$ cat src/verilog/stm_pkg.sv
package stm_pkg;

  // timer settings state.
  typedef enum logic [1:0] {
    st_wait = 2'd0,
    st_load = 2'd1
  } stm_state_t;

  // host register opcodes, low bits of wr_addr.
  typedef enum logic [2:0] {
    reg_cycle_0       = 3'd0,
    reg_cycle_1       = 3'd1,
    reg_freq_div_0_lo = 3'd2,
    reg_freq_div_0_hi = 3'd3,
    reg_freq_div_1_lo = 3'd4,
    reg_freq_div_1_hi = 3'd5,
    reg_ctl           = 3'd6
  } stm_reg_t;

  // cycles from divider input to result.
  localparam int DIV_LATENCY = 66;

  localparam int NUM_SEGMENTS = 2;

endpackage
$ cat src/verilog/stm_ctl_regs.sv
module stm_ctl_regs #(
  parameter int DEPTH_BITS = 10
) (
  input  logic                  CLK,
  input  logic                  reset,
  input  logic                  wr_en,
  input  logic [15:0]           wr_addr,
  input  logic [15:0]           wr_data,
  input  logic                  update_done,
  output logic [15:0]           cycle_0,
  output logic [15:0]           cycle_1,
  output logic [31:0]           freq_div_0,
  output logic [31:0]           freq_div_1,
  output logic                  update_req,
  output logic                  cur_segment,
  output logic                  mem_wr_en,
  output logic                  mem_wr_seg,
  output logic [DEPTH_BITS-1:0] mem_wr_addr
);

  import stm_pkg::*;

  stm_reg_t reg_sel;
  logic     reg_wr;
  logic     pending_segment;
  logic     busy; // mirrors the timer load phase.
  logic     req_accept;

  assign reg_sel = stm_reg_t'(wr_addr[2:0]);
  assign reg_wr  = wr_en && !wr_addr[15];

  // bit 15 selects the pattern memory.
  assign mem_wr_en   = wr_en && wr_addr[15];
  assign mem_wr_seg  = wr_addr[14];
  assign mem_wr_addr = wr_addr[DEPTH_BITS-1:0];

  assign update_req = reg_wr && (reg_sel == reg_ctl);

  // timer takes a request when idle, also on its done cycle.
  assign req_accept = update_req && (!busy || update_done);

  always_ff @(posedge CLK) begin
    if (reset) begin
      cycle_0    <= '0;
      cycle_1    <= '0;
      freq_div_0 <= '0;
      freq_div_1 <= '0;
    end else if (reg_wr) begin
      case (reg_sel)
        reg_cycle_0:       cycle_0 <= wr_data;
        reg_cycle_1:       cycle_1 <= wr_data;
        reg_freq_div_0_lo: freq_div_0[15:0] <= wr_data;
        reg_freq_div_0_hi: freq_div_0[31:16] <= wr_data;
        reg_freq_div_1_lo: freq_div_1[15:0] <= wr_data;
        reg_freq_div_1_hi: freq_div_1[31:16] <= wr_data;
        default: ; // ctl handled below.
      endcase
    end
  end

  always_ff @(posedge CLK) begin
    if (reset) begin
      pending_segment <= 1'b0;
      cur_segment     <= 1'b0;
      busy            <= 1'b0;
    end else begin
      if (update_done) begin
        cur_segment <= pending_segment;
      end
      if (req_accept) begin
        pending_segment <= wr_data[0];
        busy            <= 1'b1;
      end else if (update_done) begin
        busy <= 1'b0;
      end
    end
  end

endmodule

$ cat config.mk
export PLATFORM = sky130hd
export DESIGN_NAME = stm_ctl_regs
export DESIGN_NICKNAME = d
export VERILOG_FILES = /design/src/verilog/stm_pkg.sv /design/src/verilog/stm_ctl_regs.sv
export SDC_FILE = /design/constraint.sdc
export NUM_CORES = 1
export LEC_CHECK = 0
export BUFFER_PORTS_ARGS = -buffer_cell sky130_fd_sc_hd__buf_2
export CAP_MARGIN = 10
export CELL_PAD_IN_SITES_DETAIL_PLACEMENT = 1
export CELL_PAD_IN_SITES_GLOBAL_PLACEMENT = 1
export CORE_AREA = 2 2 112 114
export DETAILED_ROUTE_END_ITERATION = 6
export DIE_AREA = 0 0 114 116
export GPL_TIMING_DRIVEN = 1
export MAX_ROUTING_LAYER = met4
export PLACE_DENSITY = 0.84
export SLEW_MARGIN = 0
export SYNTH_ARGS = -nofsm -noshare
export SYNTH_HDL_FRONTEND = slang
export SYNTH_SLANG_ARGS = --single-unit
export TNS_END_PERCENT = 100
$ cat constraint.sdc
create_clock -name CLK -period 0.8 [get_ports CLK]
set_input_delay 0 -clock CLK [delete_from_list [all_inputs] [get_ports CLK]]
set_output_delay 0 -clock CLK [all_outputs]
set_load 0.01 [all_outputs]
Word-level counts from Yosys, hierarchy flattened --
Cells that the tools add are included.
Word-level totals: bits of input ports 36, memories 0, register bits 99, output and inout bits 110, ROM bits 0, RAM bits 0, bits in latches 0
Cells by class: muxes and demuxes 2, equality and inequality tests 6, reductions and logical operators 15, shift operators 0, add/subtract/negate cells 0, divide/modulo/power cells 0, multiply operators 0, magnitude comparators 0, bitwise gates (word level) 0
Operators with widths (number):
- 2-bit AND reduction | 6
- 3-bit equality test (second input constant) | 3
- 3-bit by 2-bit equality test with 1-bit output (second input constant) | 2
- 1-bit logical AND | 4
- 3-bit by 1-bit equality test with 1-bit output (second input constant) | 1
- 3-bit logical NOT | 1
- 1-bit logical NOT | 2
- 1-bit 2-to-1 mux | 2
- 2-bit nonzero test | 1
- 1-bit logical OR | 1

Logic depth before layout (Yosys ltp) --
Gate-level depths: netlist (run 1).
depth in word-level cells 5, mapped depth 5, depth with buffers taken out 3

Worst setup path before layout (run 1) --
Ideal clock, no wire load.
kind input to register, start point input wr_addr[15], end point register freq_div_0[25], slack -0.123 ns, stages 4, library setup time 0.072 ns, arrival time 0.851 ns, cell sequence nor3b_4 > and3_1 > buf_4 > mux2i_1
On the way: longest elaborated chain between the ends 3
RTL lines:
- start: declaration | RTL line stm_ctl_regs.sv:7 | input logic [15:0] wr_addr,
- 1-bit logical NOT | RTL line stm_ctl_regs.sv:30 | assign reg_wr = wr_en && !wr_addr[15];
- 1-bit logical AND | RTL line stm_ctl_regs.sv:30
- 2-bit AND reduction (no line)
- end signal: assignment | RTL line stm_ctl_regs.sv:53 | reg_freq_div_0_hi: freq_div_0[31:16] <= wr_data;
- end: declaration | RTL line stm_ctl_regs.sv:12 | output logic [31:0] freq_div_0,
Every way passes these cells. A chain may end at the register's enable or synchronous reset.

Final worst setup path (run 1) --
start point register cycle_0[14], end point output cycle_0[14]
RTL lines:
- start: declaration | RTL line stm_ctl_regs.sv:10 | output logic [15:0] cycle_0,
- start signal: assignment | RTL line stm_ctl_regs.sv:50 | reg_cycle_0: cycle_0 <= wr_data;
No word-level cell between the ends.

==> results of run 1 <==
-- power breakdown --
group          switching, mW  leakage (nW)  internal, mW
Clock                   2.00         0.144          2.45
Sequential            0.0517         0.848          5.00
Combinational          0.395          2.17         0.475
-- state kept, by name, summed over array words and instances, names as in the netlist --
name,cells
freq_div_0,32
pending_segment,1
cur_segment,1
busy,1
freq_div_1,32
cycle_1,16
cycle_0,16
-- routing by layer --
layer,GRT usage (%),vias up,share of wire [%]
met5,-,-,0
met4,6.992,0,1.3
met3,4.655,13,5.4
met2,35.00,90,53
met1,21.44,1563,40
li1,-,1520,-
-- cell type report --
class	instances	area (µm²)	area share, %
timing repair buffer	192	1823	29.04
tap	147	183.9	2.930
clock buffer	9	225.2	3.588
multi-input combinational	230	1863	29.68
sequential	99	2103	33.51
inverter	1	3.754	0.05980
clock inverter	7	75.07	1.196
-- path summary, 6_finish.rpt --
| kind | slack [ns] | from | to | cells after the start |
|---|---|---|---|---|
| setup / recovery | -0.02 | cycle_0[14] | cycle_0[14] | 1 |
| hold / removal | -0.05 | update_done | cur_segment | 3 |
| setup reg to reg | 0.01 | cycle_0[1] | cycle_0[1] | 3 |
| hold reg to reg | 0.48 | cycle_0[4] | cycle_0[4] | 2 |
-- placed cells by master (no fill, tap or decap), types with 2 or more instances in the layout --
master,count
dfxtp_1,2
nand2_4,3
clkinv_2,2
buf_4,60
dfxtp_2,97
mux2i_1,97
nand3_1,2
buf_6,101
buf_2,26
clkinvlp_4,2
buf_12,4
nand2b_1,114
clkbuf_16,10
-- per-stage QoR --
step	area [µm²]	setup WS (ns)	hold slack [ns]	cells	util (%)
2_1_floorplan	4053	-0.1172	0.09177	361	-
3_3_place_gp	4915	-0.3079	0.00006862	632	41.26
3_5_place_dp	4915	-0.3688	0.00006862	632	41.26
4_1_cts	6098	-0.02662	0.00006862	668	51.20
5_1_grt	6277	-0.04183	-0.02035	685	52.70
6_report	6277	-0.01930	-0.05332	685	52.70
-- kinds of logic (layout without fill, tap and decap cells) --
| group | count (synthesis) | in the layout | share of synthesized area (%) |
|---|---|---|---|
| AOI/OAI and AO/OA | 1 | 1 | 0.1246 |
| buffers and inverters | 32 | 209 | 5.208 |
| DFF | 99 | 99 | 49.41 |
| muxes | 98 | 98 | 24.45 |
| and+or+nand+nor | 131 | 131 | 20.80 |
-- what timing repair did --
| item | 4_1_cts | 5_1_grt |
|---|---|---|
| pin swaps | 0 | 1 |
| endpoints found under the setup margin | 98 | 119 |
| gates cloned | 0 | 1 |
| endpoints found under the hold margin | 2 | 2 |
| setup buffers | 19 | 17 |
| resized for setup | 196 | 10 |
==> impl_results.md, run 1 <==
* Total Routing Usage GR at 19.65%
* Setup violators final at 28
* Critical Path End Type: output pin
* TNS Setup at -0.1662 ns
* Die X at 114 µm
* Ports at 146
* CTS root buffer: clkbuf_16
* FILL cells at 1264
* Slowest cell on crit path: dfxtp_2
* Vias in the first global route at 3448
* Worst min path class: in2reg
* Num rows at 40
* Crit start category: flip-flop
* Final HPWL DP at 8031 µm
* CP Cell Sequence: buf_6
* Pin count of the biggest net entering global routing at 29
* Critical path class: reg2out
* Die height at 116 µm
* Synth unique cells at 20
* Cts hold-fix bufs at 1
* Most common cell in the netlist: nand2b_1
* N_diodes at 0
* CTS H-tree lvls at 3
* Worst-skew pair later-pin latency at 0.35 ns
* CORE AREA at 0.01191 mm²
* Final Skew at 0.001039 ns
* Share of layout cells above drive strength 1 at 58.92%
* Post-route ant nets at 0
* Worst vdd ir at 0.8792 mV
* Number of synthesized flops with an enable pin at 0
* Worst EP arrival at 0.82 ns
* Synth warn at 0
* Die footprint at 0.01322 mm²
* Final min period at 0.8193 ns
* CP Max Fanout at 2
* Synth area leaders: dfxtp_1 49%, mux2i_1 24%, nand2b_1 18%
* Slew headroom at 75.83%
* Power density cells at 1651 mW/mm²
* Initial antenna violation count at 0
* Yosys reg bits at 99
* Maximum clock path buffer count at 2
* Sequential fraction of the synthesis area at 49.41%
* Final worst slack at -0.01930 ns
* Grt ovf at 0
* Post-Syn Nets at 397
* Cts bufs inserted at 9
* Post-synth top area share at 49.41%
* 1st-pass router iterations at 4
* Synth Instances at 361
* Clk pin slew, worst setup/hold paths at 0.07 ns
* CTS sink cnt at 99
* Max Cap Viol at 0
* Input/output buffers at 125
* Mean Syn Cell Area at 11.11 µm²
* CTS tree: built
* Main flop type after synthesis: dfxtp_1
* Routed WL at 12700 µm
* Fmax at 1.221 GHz
* Area leader, netlist: dfxtp_1
* 1st-iter DRT viols at 86
* Initial Util at 33.68%
* Max-slew violations at 0
* Static leakage at 3.166 nW
* Synth top cells by count: 114 x nand2b_1, 99 x dfxtp_1, 98 x mux2i_1
* CP bufs+invs at 1
* RSZ-0062 raised after global routing: yes
* Routed vias/inst at 4.651
* CP delay by family, top: flip-flops
* Mapped Area at 0.004011 mm²
* Hold Vio Cnt, Final at 2
* GPL Wtd Cong at 0.7435
* Area Overhead vs Synth at 56.49%
* Crit path largest cell delay at 0.36 ns
* Final Power at 10.36 mW
* Nets at 569
* Vias at 3186
* Worst Tran Pin Value at 0.3623 ns
* Post-route DRC violation count at 0
* Avg WL per Cell at 18.54 µm
* First-pass GRT wire length at 18980 µm
* Outcome: finished with violations
* Async S/R FF share, synth at 0%
* WHS at -0.05332 ns
* Critical Path RT at 0.80 ns
* Tcrit/Tclk final at 102.4%
* Failing checks: negative hold slack, negative setup slack
No activity file was read; power rests on OpenSTA's default activity.
==> inputs of run 2 (changes only) <==
--- a/config.mk
+++ b/config.mk
@@ -9,12 +9,13 @@
 export CAP_MARGIN = 10
 export CELL_PAD_IN_SITES_DETAIL_PLACEMENT = 1
 export CELL_PAD_IN_SITES_GLOBAL_PLACEMENT = 1
-export CORE_AREA = 2 2 112 114
+export CORE_AREA = 2 2 111 113
+export CTS_BUF_LIST = sky130_fd_sc_hd__clkbuf_8
 export DETAILED_ROUTE_END_ITERATION = 6
-export DIE_AREA = 0 0 114 116
+export DIE_AREA = 0 0 113 115
 export GPL_TIMING_DRIVEN = 1
 export MAX_ROUTING_LAYER = met4
-export PLACE_DENSITY = 0.84
+export PLACE_DENSITY = 0.85
 export SLEW_MARGIN = 0
 export SYNTH_ARGS = -nofsm -noshare
 export SYNTH_HDL_FRONTEND = slang
==> run 2 against run 1 <==
Register-to-register slack is essentially flat. Highest routed layer unchanged. Largest cell class unchanged. Critical path depth is the same. The run ends with design-rule violations, negative setup slack left. Sequential power is essentially flat. Cell count is the same.
==> impl_results.md, run 2 (synthesis gave the netlist of run 1 again) <==
* 1st-iter DRT viols at 88
* Slew headroom at 78.19%
* Area Overhead vs Synth at 55.05%
* Tcrit/Tclk final at 106.7%
* Critical Path End Type: output pin
* Die height at 115 µm
* CP Cell Sequence: buf_6
* Min-delay src: wr_addr[5]
* Worst-skew pair later-pin latency at 0.38 ns
* FILL cells at 1251
* CTS root buffer: clkbuf_8
* Most frequent cells in the layout: 114 x nand2b_1, 100 x buf_6, 98 x mux2i_1, 97 x dfxtp_2, 55 x buf_4
* Vias in the first global route at 3405
* CP bufs+invs at 1
* 1st-pass router iterations at 6
* Worst Tran Pin Value at 0.3272 ns
* Pin count of the biggest net entering global routing at 38
* Max-slew violations at 0
* Avg WL per Cell at 17.62 µm
* First-pass GRT wire length at 18490 µm
* Setup slack at placement at -0.3307 ns
* Sequential cell area at 0.002103 mm²
* CTS tree: built
* Input/output buffers at 125
* Num rows at 40
* Power density cells at 1534 mW/mm²
* Max Cap Viol at 0
* Total Routing Usage GR at 18.93%
* Initial Util at 33.96%
* Worst vdd ir at 0.8941 mV
* Vias at 3183
* Worst EP arrival at 0.85 ns
* Hold Vio Cnt, Final at 0
* Outcome: finished with violations
* Final Skew at 0.0008861 ns
* Slowest cell on crit path: dfxtp_2
* Area of the multi-input gates at 0.001876 mm²
* Finished Layout Cells at 685
* Most common cell after layout, fill and taps aside: nand2b_1
* Fmax at 1.171 GHz
* RSZ-0062 raised after global routing: yes
* Post-route DRC violation count at 11
* Post-route ant nets at 0
* CTS H-tree lvls at 3
* Die X at 113 µm
* Die footprint at 0.01300 mm²
* Worst setup path startpoint: freq_div_0[4]
* CORE AREA at 0.01181 mm²
* Placed Instances at 634
* Critical path class: reg2out
* Static leakage at 3.117 nW
* Ports at 146
* Routed WL at 12070 µm
* Share of layout cells above drive strength 1 at 57.62%
* Crit start category: flip-flop
* N_diodes at 0
* CTS sink cnt at 99
* Failing checks: design-rule violations, negative setup slack
* Cts bufs inserted at 9
* CP Max Fanout at 2
* Routed vias/inst at 4.647
* Initial antenna violation count at 0
* Crit path largest cell delay at 0.37 ns
* Nets at 569
* FF-to-FF Start: freq_div_1[7]
* Maximum clock path buffer count at 2
* Grt ovf at 0
* CP delay by family, top: flip-flops
* Worst min path class: in2out
* Final worst slack at -0.05363 ns
* Clk pin slew, worst setup/hold paths at 0.10 ns
* Final min period at 0.8536 ns
* Final HPWL DP at 7800 µm
* Critical Path RT at 0.80 ns
* Setup violators final at 97
* Biggest regs: freq_div_0 (32), freq_div_1 (32)
* GPL Wtd Cong at 0.7638
run 2: cell count changes in the layout (fill, tap and decap cells not counted), moves of 2 or more:
cell / previous run / this run
buf_4: 60 / 55
clkinvlp_4: 2 / 0
nand2_8: 1 / 3
clkbuf_16: 10 / 0
dlygate4sd3_1: 0 / 4
buf_12: 4 / 6
nand2_4: 3 / 1
clkbuf_8: 0 / 10
inv_1: 1 / 3
run 2: worst register-to-register path: stages, from the launching register on:
cell and delay [ns]:
dfxtp_2 0.35, buf_6 0.12, buf_6 0.10, nand2b_1 0.05
mux2i_1 0.06
run 2: per-layer routing:
metal	vias to the layer above	global-route usage [%]	share of wire, %	routed length [µm]
met5	-	-	0	0
met1	1563	21.78	42	5027
met2	88	33.13	52	6285
met3	15	3.426	4.5	543
li1	1517	-	-	-
met4	0	6.829	1.8	214
run 2: path summary, 6_finish.rpt:
kind | endpoint | slack [ns] | cells past startpoint
worst max-delay path | freq_div_0[4] | -0.05 | 1
worst min-delay path | mem_wr_addr[5] | 0.000004 | 0
worst max register to register | freq_div_1[7] | 0.01 | 4
worst min register to register | cycle_1[6] | 0.49 | 2
run 2: timing repair:
action	CTS	global route
resized for setup	196	9
endpoints found under the setup margin	98	102
setup buffers	17	15
endpoints found under the hold margin	9	0
hold buffers	4	0
run 2: cell type report:
type | instances | share of cell area, %
inverters | 1 | 0.06035
well taps | 147 | 2.957
flip-flops and latches | 99 | 33.82
repair buffers | 192 | 29.49
clock inverters | 6 | 1.308
multi-input cells | 230 | 30.15
clock buffers | 10 | 2.213
run 2: metrics by stage:
stage | instance area (µm²) | power (mW) | TNS, ns | util (%) | hold WS (ns)
floorplan | 4053 | 5.573 | -4.629 | - | 0.09177
global route | 6220 | 9.873 | -6.127 | 52.66 | 0.00002030
CTS | 6077 | 9.563 | -4.713 | 51.45 | 0.00007494
finish | 6220 | 9.539 | -3.050 | 52.66 | 0.000003920
detailed placement | 4955 | 5.870 | -23.99 | 41.95 | 0.00007494
global placement | 4955 | 5.846 | -19.70 | 41.95 | 0.00007494
run 2: power breakdown:
group	total, mW	internal, mW	switching [mW]
clock	3.63	1.83	1.80
combinational	0.863	0.473	0.390
sequential	5.05	5.00	0.0510
total	9.54	7.30	2.24
==> inputs of run 3 (changes only) <==
==> config.mk (replaced) <==
export PLATFORM = sky130hd
export DESIGN_NAME = stm_ctl_regs
export DESIGN_NICKNAME = d
export VERILOG_FILES = /design/src/verilog/stm_pkg.sv /design/src/verilog/stm_ctl_regs.sv
export SDC_FILE = /design/constraint.sdc
export NUM_CORES = 1
export LEC_CHECK = 0
export BUFFER_PORTS_ARGS = -buffer_cell sky130_fd_sc_hd__buf_4
export CAP_MARGIN = 10
export CELL_PAD_IN_SITES_DETAIL_PLACEMENT = 1
export CELL_PAD_IN_SITES_GLOBAL_PLACEMENT = 1
export CORE_AREA = 2 2 112 114
export CTS_BUF_LIST = sky130_fd_sc_hd__clkbuf_4 sky130_fd_sc_hd__clkbuf_8 sky130_fd_sc_hd__clkbuf_16
export CTS_CLUSTER_SIZE = 16
export DETAILED_ROUTE_END_ITERATION = 6
export DIE_AREA = 0 0 114 116
export GPL_TIMING_DRIVEN = 1
export MAX_ROUTING_LAYER = met4
export PLACE_DENSITY = 0.84
export SLEW_MARGIN = 0
export SYNTH_ARGS = -nofsm -noshare
export SYNTH_HDL_FRONTEND = slang
export SYNTH_SLANG_ARGS = --single-unit
export TNS_END_PERCENT = 100
==> run 3 against run 2 <==
The run ends with negative setup slack left. Die area up 1.8%. Routed wire length up 1.5%. Non-clock buffer count down 8. Total power up 5.4%. Final area up 0.66%. Critical path type unchanged. Maximum frequency up 6.0%. Utilization down 0.096 points. Clock-buffer cell count up 1. Critical endpoint is now freq_div_0[13]. First-iteration DRC count up 1.1%. Setup slack better by 0.048 ns. Clock skew down 0.00059 ns.
==> impl_results.md, run 3 (synthesis gave the netlist of run 1 again) <==
* Crit start category: flip-flop
* Area Overhead vs Synth at 56.08%
* Worst Tran Pin Value at 0.4252 ns
* CP Cell Sequence: buf_6
* Total Routing Usage GR at 19.22%
* Worst vdd ir at 0.9714 mV
* Initial Util at 33.68%
* WHS at 0.000003893 ns
* CTS root buffer: clkbuf_16
* Avg WL per Cell at 18.13 µm
* Die height at 116 µm
* FILL cells at 1247
* Final HPWL DP at 8095 µm
* Final min period at 0.8056 ns
* Placed Instances at 620
* Tcrit/Tclk final at 100.7%
* Max Used Layer: met4
* RSZ-0062 raised after global routing: yes
* CTS tree: built
* Routed WL at 12250 µm
* Power density cells at 1606 mW/mm²
* Vias at 3155
* Clock Power Share at 41.3%
* 1st-pass router iterations at 4
* Crit path largest cell delay at 0.36 ns
* Critical Path RT at 0.80 ns
* Sequential cell area at 0.002103 mm²
* Switching share of power at 23.20%
* Max Cap Viol at 0
* Finished Layout Cells at 676
* CTS sink cnt at 99
* Met3 WL post-DR at 628 µm
* Hold Vio Cnt, Final at 0
* Gate power share at 8.4%
* Biggest regs: freq_div_0 (32), freq_div_1 (32)
* CP Max Fanout at 2
* Vias in the first global route at 3483
* Worst-skew pair later-pin latency at 0.34 ns
* Initial antenna violation count at 0
* Nets at 561
* Die footprint at 0.01322 mm²
* Reg power frac at 50.2%
* Num rows at 40
* CTS H-tree lvls at 3
* CORE AREA at 0.01191 mm²
* Static leakage at 3.140 nW
* Cts bufs inserted at 9
* Fmax at 1.241 GHz
* Setup violators final at 3
* Slew headroom at 71.65%
* Maximum clock path buffer count at 2
* First-pass GRT wire length at 18800 µm
* Input/output buffers at 125
* Internal at 7.721 mW
* CP delay by family, top: flip-flops
* 1st-iter DRT viols at 89
* Critical Path End Type: output pin
* Critical path class: reg2out
* GPL Wtd Cong at 0.7443
* CP bufs+invs at 1
* Area of the multi-input gates at 0.001868 mm²
* Failing checks: negative setup slack
* Clk pin slew, worst setup/hold paths at 0.07 ns
* Final worst slack at -0.005571 ns
* Post-route ant nets at 0
* Grt ovf at 0
* Worst min path class: in2out
* Worst EP arrival at 0.81 ns
* Max-slew violations at 0
* N_diodes at 0
* Routed vias/inst at 4.667
* Pin count of the biggest net entering global routing at 46
* Most frequent cells in the layout: 114 x nand2b_1, 98 x mux2i_1, 97 x dfxtp_2, 97 x buf_6, 80 x buf_4
* Outcome: finished with violations
* Post-route DRC violation count at 0
* Met2 routed WL at 6324 µm
* Slowest cell on crit path: dfxtp_2
* Share of layout cells above drive strength 1 at 58.60%
* M1 WL at 5193 µm
* Switching pwr at 2.333 mW
* Most common cell after layout, fill and taps aside: nand2b_1
* Die X at 114 µm
* Final Skew at 0.0002922 ns
* Ports at 146
-- run 3: through the flow --
stage          area (µm²)  setup TNS [ns]  utilization, %  total power [mW]  setup WS, ns
4_1_cts              6073         -0.1234           50.99             10.10      -0.01154
3_5_place_dp         5162          -25.47           43.34             5.904       -0.3516
3_3_place_gp         5162          -22.96           43.34             5.879       -0.2784
5_1_grt              6261          -1.247           52.56             10.43      -0.04708
6_report             6261       -0.007374           52.56             10.05     -0.005571
2_1_floorplan        4053          -4.629               -             5.573       -0.1172
-- run 3: cell type report --
cell class / instances / area share (%)
clock inverter: 4 / 0.4197
timing repair buffer: 184 / 29.12
tap: 147 / 2.938
clock buffer: 11 / 4.037
inverter: 1 / 0.05995
sequential: 99 / 33.59
multi-input combinational: 230 / 29.84
-- run 3: worst paths after layout --
check / startpoint / to / slack, ns / cells after the start
worst min register to register: freq_div_1[22] / freq_div_1[22] / 0.48 / 2
worst min-delay path: wr_addr[5] / mem_wr_addr[5] / 0.000004 / 0
worst max register to register: cycle_0[9] / cycle_0[9] / 0.01 / 3
worst max-delay path: freq_div_0[13] / freq_div_0[13] / -0.006 / 1
-- run 3: power by group through the flow --
stage	sequential [mW]	combinational (mW)	clock (mW)
2_1_floorplan	5.16	0.410	0
3_3_place_gp	5.14	0.739	0
3_5_place_dp	5.14	0.762	0
4_1_cts	5.05	0.822	4.23
5_1_grt	5.05	0.908	4.47
6_report	5.05	0.848	4.15
-- run 3: repair_timing --
action,4_1_cts,5_1_grt
endpoints found under the hold margin,2,1
endpoints found under the setup margin,98,99
gates resized for setup,196,5
buffers inserted,19,21
-- run 3: metal layers --
metal / vias up / track usage [%]
met5: - / -
met2: 93 / 33.85
met1: 1552 / 21.67
li1: 1502 / -
met3: 8 / 4.393
met4: 0 / 6.098
